## config.mk

```make
export PLATFORM = sky130hd
export DESIGN_NAME = nanoDecodeUnit
export DESIGN_NICKNAME = d
export VERILOG_FILES = /design/src/nanoDecodePkg.sv /design/src/nanoDecodeUnit.sv /design/src/nanoRegRoute.sv /design/src/nanoFtuDecode.sv /design/src/nanoBusDecode.sv
export VERILOG_INCLUDE_DIRS = /design/src
export SDC_FILE = /design/constraint.sdc
export NUM_CORES = 1
export LEC_CHECK = 0
export ABC_AREA = 1
export ABC_CLOCK_PERIOD_IN_PS = 800
export BUFFER_PORTS_ARGS = -buffer_cell sky130_fd_sc_hd__buf_2
export CORE_MARGIN = 2
export CORE_UTILIZATION = 27
export CTS_BUF_LIST = sky130_fd_sc_hd__clkbuf_8
export DETAILED_ROUTE_END_ITERATION = 8
export PLACE_DENSITY = 0.59
export SLEW_MARGIN = 20
export SYNTH_ARGS = -nofsm -noshare
export SYNTH_HDL_FRONTEND = slang
export SYNTH_HIERARCHICAL = 1
export SYNTH_SLANG_ARGS = --single-unit
```

## constraint.sdc

```tcl
create_clock -name Clks -period 0.8 [get_ports Clks]
set_input_delay 0 -clock Clks [delete_from_list [all_inputs] [get_ports Clks]]
set_output_delay 0 -clock Clks [all_outputs]
set_load 0.01 [all_outputs]
```

## src/nanoDecode_config.svh

```systemverilog
// Nanoword layout and field codes for the nanocode decode stage
`ifndef NANODECODE_CONFIG_SVH
`define NANODECODE_CONFIG_SVH

`define NANO_WIDTH 68

// Field positions, lowest bit of each field
`define NANO_IR2IRD       67
`define NANO_TOIRC        66
`define NANO_ALU_COL      63	// Column bits read 63-64-65
`define NANO_ALU_FI       61	// Finish/init, 62-61
`define NANO_TODBIN       60
`define NANO_ALUE         57	// 59-57, same bits as DCR
`define NANO_DCR          57
`define NANO_DOBCTRL_1    56
`define NANO_LOWBYTE      55
`define NANO_HIGHBYTE     54
`define NANO_DOBCTRL_0    53
`define NANO_ALU_DCTRL    51	// 52-51
`define NANO_ALU_ACTRL    50
`define NANO_DBD2ALUB     49
`define NANO_ABD2ALUB     48
`define NANO_DBIN2DBD     47
`define NANO_DBIN2ABD     46
`define NANO_ALU2ABD      45
`define NANO_ALU2DBD      44
`define NANO_RZ           43
`define NANO_BUSBYTE      42
`define NANO_PCLABL       41
`define NANO_RXL_DBL      40	// Swaps RXL and RYL between DBL and ABL
`define NANO_PCLDBL       39
`define NANO_ABDHRECHARGE 38
`define NANO_REG2ABL      37
`define NANO_ABL2REG      36
`define NANO_ABLABD       35
`define NANO_DBLDBD       34
`define NANO_DBL2REG      33
`define NANO_REG2DBL      32
`define NANO_ATLCTRL      29	// 31-29
`define NANO_FTUCONTROL   25	// 28-25, stored reversed
`define NANO_SSP          24
`define NANO_RXH_DBH      22	// Swaps RXH and RYH between DBH and ABH
`define NANO_AUOUT        20	// 21-20
`define NANO_AUCLKEN      19	// Active low in the word
`define NANO_AUCTRL       16	// 18-16
`define NANO_DBLDBH       15
`define NANO_ABLABH       14
`define NANO_EXT_ABH      13
`define NANO_EXT_DBH      12
`define NANO_ATHCTRL      9	// 11-9
`define NANO_REG2ABH      8
`define NANO_ABH2REG      7
`define NANO_REG2DBH      6
`define NANO_DBH2REG      5
`define NANO_AOBCTRL      3	// 4-3
`define NANO_PCH          0	// 1-0

// FTU operation codes, after bit reversal
`define NANO_FTU_IDLE     4'd0
`define NANO_FTU_UPDTPEND 4'd1	// Also loads the FTU constant
`define NANO_FTU_CONST    4'd1
`define NANO_FTU_2SR      4'd2
`define NANO_FTU_DBL      4'd4
`define NANO_FTU_PSWI     4'd5
`define NANO_FTU_INL      4'd6
`define NANO_FTU_RDSR     4'd7
`define NANO_FTU_2ABL     4'd8
`define NANO_FTU_IRD      4'd9
`define NANO_FTU_RSTPREN  4'd10
`define NANO_FTU_SSW      4'd11
`define NANO_FTU_ABL2PREN 4'd12
`define NANO_FTU_TVN      4'd13
`define NANO_FTU_CLRTPEND 4'd14
`define NANO_FTU_INIT_ST  4'd15

// Temporary register codes
`define NANO_ATH_IDLE     3'd0
`define NANO_ATH_ABH2ATH  3'd1
`define NANO_ATH_ATH2ABH  3'd3
`define NANO_ATH_DBH2ATH  3'd4
`define NANO_ATH_AOB2AB   3'd5	// Also loads ATH from ABH
`define NANO_ATH_ATH2DBH  3'd6
`define NANO_ATL_IDLE     3'd0
`define NANO_ATL_DBL2ATL  3'd2
`define NANO_ATL_ATL2DBL  3'd3
`define NANO_ATL_ABL2ATL  3'd4
`define NANO_ATL_ATL2ABL  3'd5

// Two-bit field codes
`define NANO_AU_IDLE      2'd0
`define NANO_AU_DB        2'd1
`define NANO_AU_AB        2'd2
`define NANO_AU_PC        2'd3
`define NANO_AOB_IDLE     2'd0
`define NANO_AOB_AB       2'd1
`define NANO_AOB_DB       2'd2
`define NANO_AOB_AU       2'd3
`define NANO_DOB_NONE     2'd0
`define NANO_DOB_DBD      2'd1
`define NANO_DOB_ADB      2'd2
`define NANO_DOB_ALU      2'd3
`define NANO_DCR_LOAD     2'b11	// Bits 58-57
`define NANO_DCR_READ     2'b11	// Bits 59-58
`define NANO_ALUE_LOAD    2'b10	// Bits 59-58
`define NANO_ALUE_READ    2'b01	// Bits 58-57
`define NANO_ALUFI_INIT   2'b01
`define NANO_ALUFI_FINISH 2'b10
`define NANO_ALUFI_CCR    2'b11
`define NANO_PCH_DBH      2'b01
`define NANO_PCH_ABH      2'b10
`define NANO_PCH_NOALIGN  2'b11	// Both set means no SP alignment

`endif
```

## src/nanoDecodePkg.sv

```systemverilog
// Nanoword type and field code enums shared by the nanocode decoders
`include "nanoDecode_config.svh"

package nanoDecodePkg;

	typedef logic [`NANO_WIDTH-1:0] nanoWord_t;

	// Code 1 serves both UpdTpend and Const2Ftu
	typedef enum logic [3:0] {
		Idle     = `NANO_FTU_IDLE,
		UpdTpend = `NANO_FTU_UPDTPEND,
		Ftu2Sr   = `NANO_FTU_2SR,
		Dbl      = `NANO_FTU_DBL,
		PswI     = `NANO_FTU_PSWI,
		Inl      = `NANO_FTU_INL,
		RdSr     = `NANO_FTU_RDSR,
		Ftu2Abl  = `NANO_FTU_2ABL,
		Ird      = `NANO_FTU_IRD,
		RstPren  = `NANO_FTU_RSTPREN,
		Ssw      = `NANO_FTU_SSW,
		Abl2Pren = `NANO_FTU_ABL2PREN,
		Tvn      = `NANO_FTU_TVN,
		ClrTpend = `NANO_FTU_CLRTPEND,
		InitSt   = `NANO_FTU_INIT_ST
	} ftuOp_t;

	typedef enum logic [2:0] {
		AthIdle  = `NANO_ATH_IDLE,
		AbhToAth = `NANO_ATH_ABH2ATH,
		AthToAbh = `NANO_ATH_ATH2ABH,
		DbhToAth = `NANO_ATH_DBH2ATH,
		AobToAb  = `NANO_ATH_AOB2AB,
		AthToDbh = `NANO_ATH_ATH2DBH
	} athOp_t;

	typedef enum logic [2:0] {
		AtlIdle  = `NANO_ATL_IDLE,
		DblToAtl = `NANO_ATL_DBL2ATL,
		AtlToDbl = `NANO_ATL_ATL2DBL,
		AblToAtl = `NANO_ATL_ABL2ATL,
		AtlToAbl = `NANO_ATL_ATL2ABL
	} atlOp_t;

	typedef enum logic [1:0] {AuIdle = `NANO_AU_IDLE, AuToDb = `NANO_AU_DB,
		AuToAb = `NANO_AU_AB, AuToPc = `NANO_AU_PC} auOut_t;

	typedef enum logic [1:0] {AobIdle = `NANO_AOB_IDLE, AobAb = `NANO_AOB_AB,
		AobDb = `NANO_AOB_DB, AobAu = `NANO_AOB_AU} aobSel_t;

	typedef enum logic [1:0] {None = `NANO_DOB_NONE, Dbd = `NANO_DOB_DBD,
		Adb = `NANO_DOB_ADB, Alu = `NANO_DOB_ALU} dobSel_t;

endpackage

```

## src/nanoDecodeUnit.sv

```systemverilog
// Nanocode decode stage turning the latched nanoword into datapath strobes
module nanoDecodeUnit
	import nanoDecodePkg::*;
(
	input  logic       Clks,
	input  logic       arstN,
	input  logic       enT4,
	input  nanoWord_t  nanoLatch,
	input  logic       isPcRel,
	input  logic       isTas,
	// Bus transfer strobes
	output logic       auClkEn,
	output logic [2:0] auCntrl,
	output logic       noSpAlign, extDbh, extAbh, todbin, toIrc,
	output logic       ablAbd, ablAbh, dblDbd, dblDbh,
	output logic       dbl2Atl, atl2Dbl, abl2Atl, atl2Abl,
	output logic       aob2Ab, updSsw,
	output logic       abh2Ath, dbh2Ath, ath2Dbh, ath2Abh,
	output logic       alu2Dbd, alu2Abd,
	output logic       abd2Dcr, dcr2Dbd, dbd2Alue, alue2Dbd,
	output logic       dbd2Alub, abd2Alub,
	output dobSel_t    dobCtrl,
	output logic       au2Db, au2Ab, au2Pc,
	output logic       db2Aob, ab2Aob, au2Aob,
	output logic       dbin2Abd, dbin2Dbd,
	output logic       permStart, isWrite, waitBusFinish,
	output logic       busByte, noLowByte, noHighByte, abdIsByte,
	// FTU and ALU sequencing
	output logic       updTpend, clrTpend, tvn2Ftu, const2Ftu,
	output logic       ftu2Dbl, ftu2Abl, inl2psw, pswIToFtu,
	output logic       ftu2Sr, sr2Ftu, ird2Ftu, ssw2Ftu,
	output logic       initST, abl2Pren, updPren,
	output logic       ir2Ird,
	output logic [1:0] aluDctrl,
	output logic       aluActrl,
	output logic [2:0] aluColumn,
	output logic       aluFinish, aluInit, ftu2Ccr,
	// Register routing
	output logic       rz, ssp, rxlDbl,
	output logic       reg2dbl, reg2dbh, reg2abl, reg2abh,
	output logic       dbl2reg, dbh2reg, abl2reg, abh2reg,
	output logic       pcldbl, pchdbh, pclabl, pchabh,
	output logic       rxl2db, rxl2ab, dbl2rxl, abl2rxl,
	output logic       rxh2dbh, rxh2abh, dbh2rxh, abh2rxh,
	output logic       dbh2ryh, abh2ryh, dbl2ryl, abl2ryl,
	output logic       ryl2db, ryl2ab, ryh2dbh, ryh2abh,
	output logic       isRmc
);

	logic [1:0] pchField;	// Raw PC-high field into the router

	nanoBusDecode i_nanoBusDecode (
		.*
	);

	nanoFtuDecode i_nanoFtuDecode (
		.*
	);

	nanoRegRoute i_nanoRegRoute (
		.*
	);

endmodule

```

## src/nanoRegRoute.sv

```systemverilog
// PC substitution and RX/RY register routing with the read-modify-write flag
`include "nanoDecode_config.svh"

module nanoRegRoute
	import nanoDecodePkg::*;
(
	input  logic       Clks,
	input  logic       arstN,
	input  logic       enT4,
	input  nanoWord_t  nanoLatch,
	input  logic       isPcRel,
	input  logic       isTas,
	input  logic [1:0] pchField,
	output logic       rz, ssp, rxlDbl,
	output logic       reg2dbl, reg2dbh, reg2abl, reg2abh,
	output logic       dbl2reg, dbh2reg, abl2reg, abh2reg,
	output logic       pcldbl, pchdbh, pclabl, pchabh,
	output logic       rxl2db, rxl2ab, dbl2rxl, abl2rxl,
	output logic       rxh2dbh, rxh2abh, dbh2rxh, abh2rxh,
	output logic       dbh2ryh, abh2ryh, dbl2ryl, abl2ryl,
	output logic       ryl2db, ryl2ab, ryh2dbh, ryh2abh,
	output logic       isRmc
);

	logic rxhDbh;
	logic pcRel;
	logic pcRelDbl, pcRelDbh, pcRelAbl, pcRelAbh;

	// Raw register transfer bits, combined with IRD only at T4
	assign abl2reg = nanoLatch[`NANO_ABL2REG];
	assign abh2reg = nanoLatch[`NANO_ABH2REG];
	assign dbl2reg = nanoLatch[`NANO_DBL2REG];
	assign dbh2reg = nanoLatch[`NANO_DBH2REG];
	assign reg2dbl = nanoLatch[`NANO_REG2DBL];
	assign reg2dbh = nanoLatch[`NANO_REG2DBH];
	assign reg2abl = nanoLatch[`NANO_REG2ABL];
	assign reg2abh = nanoLatch[`NANO_REG2ABH];
	assign ssp     = nanoLatch[`NANO_SSP];
	assign rz      = nanoLatch[`NANO_RZ];
	assign rxlDbl  = nanoLatch[`NANO_RXL_DBL];
	assign rxhDbh  = nanoLatch[`NANO_RXH_DBH];

	// PC takes the place of RY on PC-relative modes
	assign pcRel    = isPcRel & ~rz;
	assign pcRelDbl = pcRel & ~rxlDbl;
	assign pcRelDbh = pcRel & ~rxhDbh;
	assign pcRelAbl = pcRel & rxlDbl;
	assign pcRelAbh = pcRel & rxhDbh;

	assign pcldbl = nanoLatch[`NANO_PCLDBL] | pcRelDbl;
	assign pchdbh = (pchField == `NANO_PCH_DBH) | pcRelDbh;
	assign pclabl = nanoLatch[`NANO_PCLABL] | pcRelAbl;
	assign pchabh = (pchField == `NANO_PCH_ABH) | pcRelAbh;

	always_ff @(posedge Clks or negedge arstN) begin
		if (!arstN) begin
			rxl2db  <= 1'b0;
			rxl2ab  <= 1'b0;
			dbl2rxl <= 1'b0;
			abl2rxl <= 1'b0;
			rxh2dbh <= 1'b0;
			rxh2abh <= 1'b0;
			dbh2rxh <= 1'b0;
			abh2rxh <= 1'b0;
			dbh2ryh <= 1'b0;
			abh2ryh <= 1'b0;
			dbl2ryl <= 1'b0;
			abl2ryl <= 1'b0;
			ryl2db  <= 1'b0;
			ryl2ab  <= 1'b0;
			ryh2dbh <= 1'b0;
			ryh2abh <= 1'b0;
			isRmc   <= 1'b0;
		end else if (enT4) begin
			// RX side, blocked when a PC path owns the bus
			rxl2db  <= reg2dbl & ~pcldbl & rxlDbl;
			rxl2ab  <= reg2abl & ~pclabl & ~rxlDbl;
			dbl2rxl <= dbl2reg & ~pcldbl & rxlDbl;
			abl2rxl <= abl2reg & ~pclabl & ~rxlDbl;
			rxh2dbh <= reg2dbh & ~pchdbh & rxhDbh;
			rxh2abh <= reg2abh & ~pchabh & ~rxhDbh;
			dbh2rxh <= dbh2reg & ~pchdbh & rxhDbh;
			abh2rxh <= abh2reg & ~pchabh & ~rxhDbh;
			// RY side takes the other bus
			dbh2ryh <= dbh2reg & ~pchdbh & ~rxhDbh;
			abh2ryh <= abh2reg & ~pchabh & rxhDbh;
			dbl2ryl <= dbl2reg & ~pcldbl & ~rxlDbl;
			abl2ryl <= abl2reg & ~pclabl & rxlDbl;
			ryl2db  <= reg2dbl & ~pcldbl & ~rxlDbl;
			ryl2ab  <= reg2abl & ~pclabl & rxlDbl;
			ryh2dbh <= reg2dbh & ~pchdbh & ~rxhDbh;
			ryh2abh <= reg2abh & ~pchabh & rxhDbh;
			isRmc   <= isTas & nanoLatch[`NANO_BUSBYTE];	// TAS locks the bus
		end
	end

	// RXL and RYL never drive DBL in the same word
	dblSingleDriver: assert property (@(posedge Clks) disable iff (!arstN)
		!(rxl2db && ryl2db));

endmodule

```

## src/nanoFtuDecode.sv

```systemverilog
// Field translation unit control latch and ALU sequencing decode
`include "nanoDecode_config.svh"

module nanoFtuDecode
	import nanoDecodePkg::*;
(
	input  logic       Clks,
	input  logic       arstN,
	input  logic       enT4,
	input  nanoWord_t  nanoLatch,
	output logic       updTpend, clrTpend, tvn2Ftu, const2Ftu,
	output logic       ftu2Dbl, ftu2Abl, inl2psw, pswIToFtu,
	output logic       ftu2Sr, sr2Ftu, ird2Ftu, ssw2Ftu,
	output logic       initST, abl2Pren, updPren,
	output logic       ir2Ird,
	output logic [1:0] aluDctrl,
	output logic       aluActrl,
	output logic [2:0] aluColumn,
	output logic       aluFinish, aluInit, ftu2Ccr
);

	ftuOp_t     ftuCtrl;
	logic [3:0] ftuField;
	logic [1:0] aluFinInit;

	// Nanorom holds the FTU field in reverse bit order
	assign ftuField = {nanoLatch[`NANO_FTUCONTROL],   nanoLatch[`NANO_FTUCONTROL+1],
		nanoLatch[`NANO_FTUCONTROL+2], nanoLatch[`NANO_FTUCONTROL+3]};

	always_ff @(posedge Clks or negedge arstN) begin
		if (!arstN) begin
			ftuCtrl <= Idle;
		end else if (enT4) begin
			ftuCtrl <= ftuOp_t'(ftuField);
		end
	end

	assign updTpend  = (ftuCtrl == UpdTpend);
	assign const2Ftu = (ftuCtrl == ftuOp_t'(`NANO_FTU_CONST));	// Constant comes from IRD
	assign clrTpend  = (ftuCtrl == ClrTpend);
	assign tvn2Ftu   = (ftuCtrl == Tvn);
	assign ftu2Dbl   = (ftuCtrl == Dbl) | (ftuCtrl == Inl);
	assign ftu2Abl   = (ftuCtrl == Ftu2Abl);
	assign inl2psw   = (ftuCtrl == Inl);
	assign pswIToFtu = (ftuCtrl == PswI);
	assign ftu2Sr    = (ftuCtrl == Ftu2Sr);
	assign sr2Ftu    = (ftuCtrl == RdSr);
	assign ird2Ftu   = (ftuCtrl == Ird);
	assign ssw2Ftu   = (ftuCtrl == Ssw);
	assign abl2Pren  = (ftuCtrl == Abl2Pren);
	assign updPren   = (ftuCtrl == RstPren);

	// Set S and clear T, TPEND untouched except by ClrTpend
	assign initST = (ftuCtrl == Inl) | (ftuCtrl == ClrTpend) | (ftuCtrl == InitSt);

	assign ir2Ird = nanoLatch[`NANO_IR2IRD];

	// ALU controls stay combinational and are merged with IRD later
	assign aluDctrl  = nanoLatch[`NANO_ALU_DCTRL+1:`NANO_ALU_DCTRL];
	assign aluActrl  = nanoLatch[`NANO_ALU_ACTRL];
	assign aluColumn = {nanoLatch[`NANO_ALU_COL], nanoLatch[`NANO_ALU_COL+1],
		nanoLatch[`NANO_ALU_COL+2]};

	assign aluFinInit = nanoLatch[`NANO_ALU_FI+1:`NANO_ALU_FI];
	assign aluFinish  = (aluFinInit == `NANO_ALUFI_FINISH);
	assign aluInit    = (aluFinInit == `NANO_ALUFI_INIT);
	assign ftu2Ccr    = (aluFinInit == `NANO_ALUFI_CCR);	// Both bits set writes CCR only

	// FTU code moves only on edges that sampled a T4 strobe
	ftuLoadOnT4: assert property (@(posedge Clks) disable iff (!arstN)
		!$past(enT4) |-> $stable(ftuCtrl));

endmodule

```

## src/nanoBusDecode.sv

```systemverilog
// Bus transfer decoder for temp registers, address unit, ALU extension, DCR and output buffers
`include "nanoDecode_config.svh"

module nanoBusDecode
	import nanoDecodePkg::*;
(
	input  logic       Clks,
	input  logic       arstN,
	input  logic       enT4,
	input  nanoWord_t  nanoLatch,
	output logic       auClkEn,
	output logic [2:0] auCntrl,
	output logic       noSpAlign, extDbh, extAbh, todbin, toIrc,
	output logic       ablAbd, ablAbh, dblDbd, dblDbh,
	output logic       dbl2Atl, atl2Dbl, abl2Atl, atl2Abl,
	output logic       aob2Ab, updSsw,
	output logic       abh2Ath, dbh2Ath, ath2Dbh, ath2Abh,
	output logic       alu2Dbd, alu2Abd,
	output logic       abd2Dcr, dcr2Dbd, dbd2Alue, alue2Dbd,
	output logic       dbd2Alub, abd2Alub,
	output dobSel_t    dobCtrl,
	output logic       au2Db, au2Ab, au2Pc,
	output logic       db2Aob, ab2Aob, au2Aob,
	output logic       dbin2Abd, dbin2Dbd,
	output logic       permStart, isWrite, waitBusFinish,
	output logic       busByte, noLowByte, noHighByte, abdIsByte,
	output logic [1:0] pchField
);

	athOp_t     athCtrl;
	atlOp_t     atlCtrl;
	auOut_t     auSel;
	aobSel_t    aobSel;
	dobSel_t    dobSel;
	logic [2:0] dcrField;
	logic [2:0] alueField;

	assign athCtrl   = athOp_t'(nanoLatch[`NANO_ATHCTRL+2:`NANO_ATHCTRL]);
	assign atlCtrl   = atlOp_t'(nanoLatch[`NANO_ATLCTRL+2:`NANO_ATLCTRL]);
	assign auSel     = auOut_t'(nanoLatch[`NANO_AUOUT+1:`NANO_AUOUT]);
	assign aobSel    = aobSel_t'(nanoLatch[`NANO_AOBCTRL+1:`NANO_AOBCTRL]);
	assign dobSel    = dobSel_t'({nanoLatch[`NANO_DOBCTRL_1], nanoLatch[`NANO_DOBCTRL_0]});
	assign dcrField  = nanoLatch[`NANO_DCR+2:`NANO_DCR];
	assign alueField = nanoLatch[`NANO_ALUE+2:`NANO_ALUE];	// Shares bits with DCR
	assign pchField  = nanoLatch[`NANO_PCH+1:`NANO_PCH];

	always_ff @(posedge Clks or negedge arstN) begin
		if (!arstN) begin
			auClkEn   <= 1'b0;
			auCntrl   <= 3'd0;
			noSpAlign <= 1'b0;
			extDbh    <= 1'b0;
			extAbh    <= 1'b0;
			todbin    <= 1'b0;
			toIrc     <= 1'b0;
			ablAbd    <= 1'b0;
			ablAbh    <= 1'b0;
			dblDbd    <= 1'b0;
			dblDbh    <= 1'b0;
			dbl2Atl   <= 1'b0;
			atl2Dbl   <= 1'b0;
			abl2Atl   <= 1'b0;
			atl2Abl   <= 1'b0;
			aob2Ab    <= 1'b0;
			abh2Ath   <= 1'b0;
			dbh2Ath   <= 1'b0;
			ath2Dbh   <= 1'b0;
			ath2Abh   <= 1'b0;
			alu2Dbd   <= 1'b0;
			alu2Abd   <= 1'b0;
			abd2Dcr   <= 1'b0;
			dcr2Dbd   <= 1'b0;
			dbd2Alue  <= 1'b0;
			alue2Dbd  <= 1'b0;
			dbd2Alub  <= 1'b0;
			abd2Alub  <= 1'b0;
			dobCtrl   <= None;
		end else if (enT4) begin
			auClkEn   <= ~nanoLatch[`NANO_AUCLKEN];	// Word bit is a clock disable
			auCntrl   <= nanoLatch[`NANO_AUCTRL+2:`NANO_AUCTRL];
			noSpAlign <= (pchField == `NANO_PCH_NOALIGN);
			extDbh    <= nanoLatch[`NANO_EXT_DBH];
			extAbh    <= nanoLatch[`NANO_EXT_ABH];
			todbin    <= nanoLatch[`NANO_TODBIN];
			toIrc     <= nanoLatch[`NANO_TOIRC];
			ablAbd    <= nanoLatch[`NANO_ABLABD];
			ablAbh    <= nanoLatch[`NANO_ABLABH];
			dblDbd    <= nanoLatch[`NANO_DBLDBD];
			dblDbh    <= nanoLatch[`NANO_DBLDBH];
			dbl2Atl   <= (atlCtrl == DblToAtl);
			atl2Dbl   <= (atlCtrl == AtlToDbl);
			abl2Atl   <= (atlCtrl == AblToAtl);
			atl2Abl   <= (atlCtrl == AtlToAbl);
			aob2Ab    <= (athCtrl == AobToAb);	// Bus error entry only
			abh2Ath   <= (athCtrl == AbhToAth) | (athCtrl == AobToAb);
			dbh2Ath   <= (athCtrl == DbhToAth);
			ath2Dbh   <= (athCtrl == AthToDbh);
			ath2Abh   <= (athCtrl == AthToAbh);
			alu2Dbd   <= nanoLatch[`NANO_ALU2DBD];
			alu2Abd   <= nanoLatch[`NANO_ALU2ABD];
			abd2Dcr   <= (dcrField[1:0] == `NANO_DCR_LOAD);
			dcr2Dbd   <= (dcrField[2:1] == `NANO_DCR_READ);
			dbd2Alue  <= (alueField[2:1] == `NANO_ALUE_LOAD);
			alue2Dbd  <= (alueField[1:0] == `NANO_ALUE_READ);
			dbd2Alub  <= nanoLatch[`NANO_DBD2ALUB];
			abd2Alub  <= nanoLatch[`NANO_ABD2ALUB];
			dobCtrl   <= dobSel;	// Output buffer loads a cycle later, at T3
		end
	end

	// SSW update opens the bus/address error routine
	assign updSsw = aob2Ab;

	assign au2Db  = (auSel == AuToDb);
	assign au2Ab  = (auSel == AuToAb);
	assign au2Pc  = (auSel == AuToPc);
	assign db2Aob = (aobSel == AobDb);
	assign ab2Aob = (aobSel == AobAb);
	assign au2Aob = (aobSel == AobAu);

	assign dbin2Abd = nanoLatch[`NANO_DBIN2ABD];
	assign dbin2Dbd = nanoLatch[`NANO_DBIN2DBD];

	assign permStart     = (aobSel != AobIdle);
	assign isWrite       = (dobSel != None);
	assign waitBusFinish = nanoLatch[`NANO_TOIRC] | nanoLatch[`NANO_TODBIN] | isWrite;
	assign busByte       = nanoLatch[`NANO_BUSBYTE];
	assign noLowByte     = nanoLatch[`NANO_LOWBYTE];	// MOVEP byte lanes
	assign noHighByte    = nanoLatch[`NANO_HIGHBYTE];
	assign abdIsByte     = nanoLatch[`NANO_ABDHRECHARGE];

	// Only one ATL transfer may be latched per T4 word
	atlStrobeOneHot: assert property (@(posedge Clks) disable iff (!arstN)
		$onehot0({dbl2Atl, atl2Dbl, abl2Atl, atl2Abl}));

endmodule

```

==> flow_summary_export.csv <==
group,metric,value,unit
run_status,status,"finished, violations left",
run_status,violations,"setup timing",
timing,setup_viol,67,
power_and_ir_drop,p_leak,2.513,nW
critical_path,reg2reg_to,"i_nanoFtuDecode/ftuCtrl[2]",
global_routing,grt_pass1_vias,2722,
timing,fin_ws,-0.3899,ns
critical_path,path_max_fanout,4,
placed_design,dp_hpwl,5257,um
yosys,synthSimpleGateAreaFrac,31.34,%
floorplanning,ios,178,
hold_path,worst_hold_path.num_cells,0,
yosys,avgSynthCellArea,7.856,um2
floorplanning,rows,36,
global_routing,antenna_found_initial,0,
yosys,synth_compound_area_share,2.616,%
detailed_routing,drt-vias-per-instance,4.158,
placed_design,place_congestion,0.8368,
yosys,mappedNetlistArea,2679,um2
critical_path,crit_path_start,"i_nanoFtuDecode/ftuCtrl[2]",
cts,clock_path_buffers,2,
timing,fmax,840.4,MHz
global_routing,grt_max_degree,54,
global_routing,grt_pass1_wl,12970,um
cts,clkLatencyLatePin,0.30,ns
critical_path,reg2reg_from,"i_nanoFtuDecode/ftuCtrl[2]",
flow_run,maxCapViolCount,0,
critical_path,critPathKind,"reg2out",
yosys,synth_top_family_by_area,"simple AND/OR/NAND/NOR gates",
detailed_routing,wl_per_cell,11.56,um
cts,clockRootBuffer,"clkbuf_8",
finish,stdcell_count,669,
critical_path,reg2reg_slack,-0.03,ns
power_and_ir_drop,powerDensity,1530,nW/um2
detailed_routing,ant_nets,0,
detailed_routing,drcViolationCount,0,
yosys,syn_nets,414,
cts,cts_sinks,53,
hold_path,hold_class,"in2out",
timing,fin_crit,1.190,ns
floorplanning,core,9684,um2
cts,cts_buffers,5,
timing,rsz0062_at_grt,"true",
timing,period_share,148.7,%
floorplanning,die-width,103.6,um
floorplanning,fp.dieH,103.6,um
finish,largest_register,"i_nanoFtuDecode/ftuCtrl",
finish,layout.nets,608,
critical_path,start_kind,"flop",
yosys,synth_top_cell_area_share,49.51,%
yosys,synth-xor-area-share,0,%
global_routing,overflow,0,
critical_path,arrival,1.19,ns
finish,area_growth,58.57,%
floorplanning,die-area,10730,um2
hold_path,holdPathEnd,"dbin2Abd",
finish,drive_gt1_share,39.74,%
finish,diodes,0,
timing,slew_violations,0,
detailed_routing,vias,2782,
yosys,synth_top_area_cell,"dfrtp_1",
detailed_routing,drt_iter0_drc,75,
timing,tns,-7.032,ns
yosys,seq_area_frac_synth,49.51,%
detailed_routing,wl,7734,um
timing,slew_headroom,80.81,%
timing,worstMarginPinSlew,0.2878,ns
yosys,syn_inst,341,
timing,finalHoldViolations,0,
yosys,yosys_warnings,6,
timing,fin_skew,0,ns
floorplanning,initial_core_util,27.66,%
critical_path,critPathCaptureType,"primary output",
cts,htree_levels,2,
finish,largestRegisters,"i_nanoFtuDecode/ftuCtrl: 4 flops, i_nanoBusDecode/auCntrl: 3 flops, i_nanoBusDecode/dobCtrl: 2 flops",
power_and_ir_drop,max-vdd-ir-drop,0.6198,mV
critical_path,reg2reg_depth,3,
cts,cts_tree,"yes",
yosys,synthTopCellsByArea,"dfrtp_1, nand2_1, buf_4",
placed_design,portBuffers,149,
yosys,synth-seq-cells,53,
yosys,synth-adder-area-share,0,%
cts,clk_pin_slew,0.09,ns
detailed_routing,drtPass1Iterations,4,
yosys,yosysUniqueCellTypes,17,
critical_path,required,0.80,ns
global_routing,gr-usage-all-layers,14.51,%
finish,largest_reg_flops,4,
hold_path,hold_start,"nanoLatch[46]",
placed_design,numPlacedInstances,596,
yosys,synthMuxAreaShare,0,%
==> repair_timing <==
| action | CTS | global route |
|---|---|---|
| pin swaps | 2 | 2 |
| gates resized for setup | 11 | 16 |
| hold buffers | 47 | 0 |
| buffers inserted | 10 | 8 |
| endpoints found under the hold margin | 105 | 0 |
| setup endpoints to repair | 65 | 66 |
==> report_power, final <==
group | total (mW) | switching (mW) | internal, mW
sequential | 3.01 | 0.132 | 2.88
combinational | 1.60 | 0.812 | 0.788
clock | 1.89 | 0.878 | 1.01
==> Yosys cell counts (all sizes together) <==
| cell | n |
|---|---|
| inv | 38 |
| nand3 | 16 |
| nand2 | 144 |
| nand4 | 12 |
| buf | 36 |
| nor2 | 31 |
| dfrtp | 53 |
| o21ai | 11 |
==> routing by layer <==
layer  up-vias  global-route usage, %  part of all wire [%]
li1       1405                      -                     -
met1      1248                  16.97                    42
met2       113                  25.92                    49
met3        16                  3.839                   7.5
met4         0                  4.537                   1.8
met5         -                      0                     0
==> layout by cell type (no fill, tap or decap), drive strengths merged <==
cell,count
nand3,16
buf,176
dfrtp,53
nand2,144
dlygate4sd3,47
o21ai,11
bufinv,1
inv,39
nand4,12
clkbuf,6
nor2,31
==> worst max-delay path, stage by stage, from the launching register on <==
cell and delay, ns:
dfrtp_1 0.40, inv_2 0.13, nand2_4 0.09, nor2_1 0.12, buf_2 0.15
==> worst max path at each step <==
stage	endpoint	slack (ns)	depth (start not counted)
global placement	updPren	-0.02	4
floorplan	updTpend	0.0001	4
finish	updPren	-0.39	4
CTS	updPren	-0.39	4
detailed placement	updPren	-0.08	4
global route	updPren	-0.49	4
==> logic make-up after synthesis <==
family          count (synthesis)
simple gates                  203
buf+inv                        74
flops                          53
compound gates                 11
==> layout make-up <==
type / count / area, um2
Clock inverter: 2 / 33.78
Timing Repair Buffer: 223 / 1529
Clock buffer: 6 / 82.58
Sequential cell: 53 / 1329
Inverter: 38 / 150.1
Multi-Input combinational cell: 214 / 957.2
Tap cell: 133 / 166.4
Fill cell: 960 / 5436
==> per-stage QoR <==
step	area (um2)	util [%]	power [mW]	worst slack (ns)	hold WS [ns]
after floorplan	2693	-	3.757	0.0001315	-0.2956
after CTS	4121	42.56	6.524	-0.3923	0.00006862
after global placement	3413	35.25	4.281	-0.02018	0.00006862
after global routing	4248	43.86	6.905	-0.4884	0.00001335
final	4248	43.86	6.497	-0.3899	0.000003752
after detailed placement	3413	35.25	4.303	-0.07928	0.00006862
(Power assumes the default switching activity.)
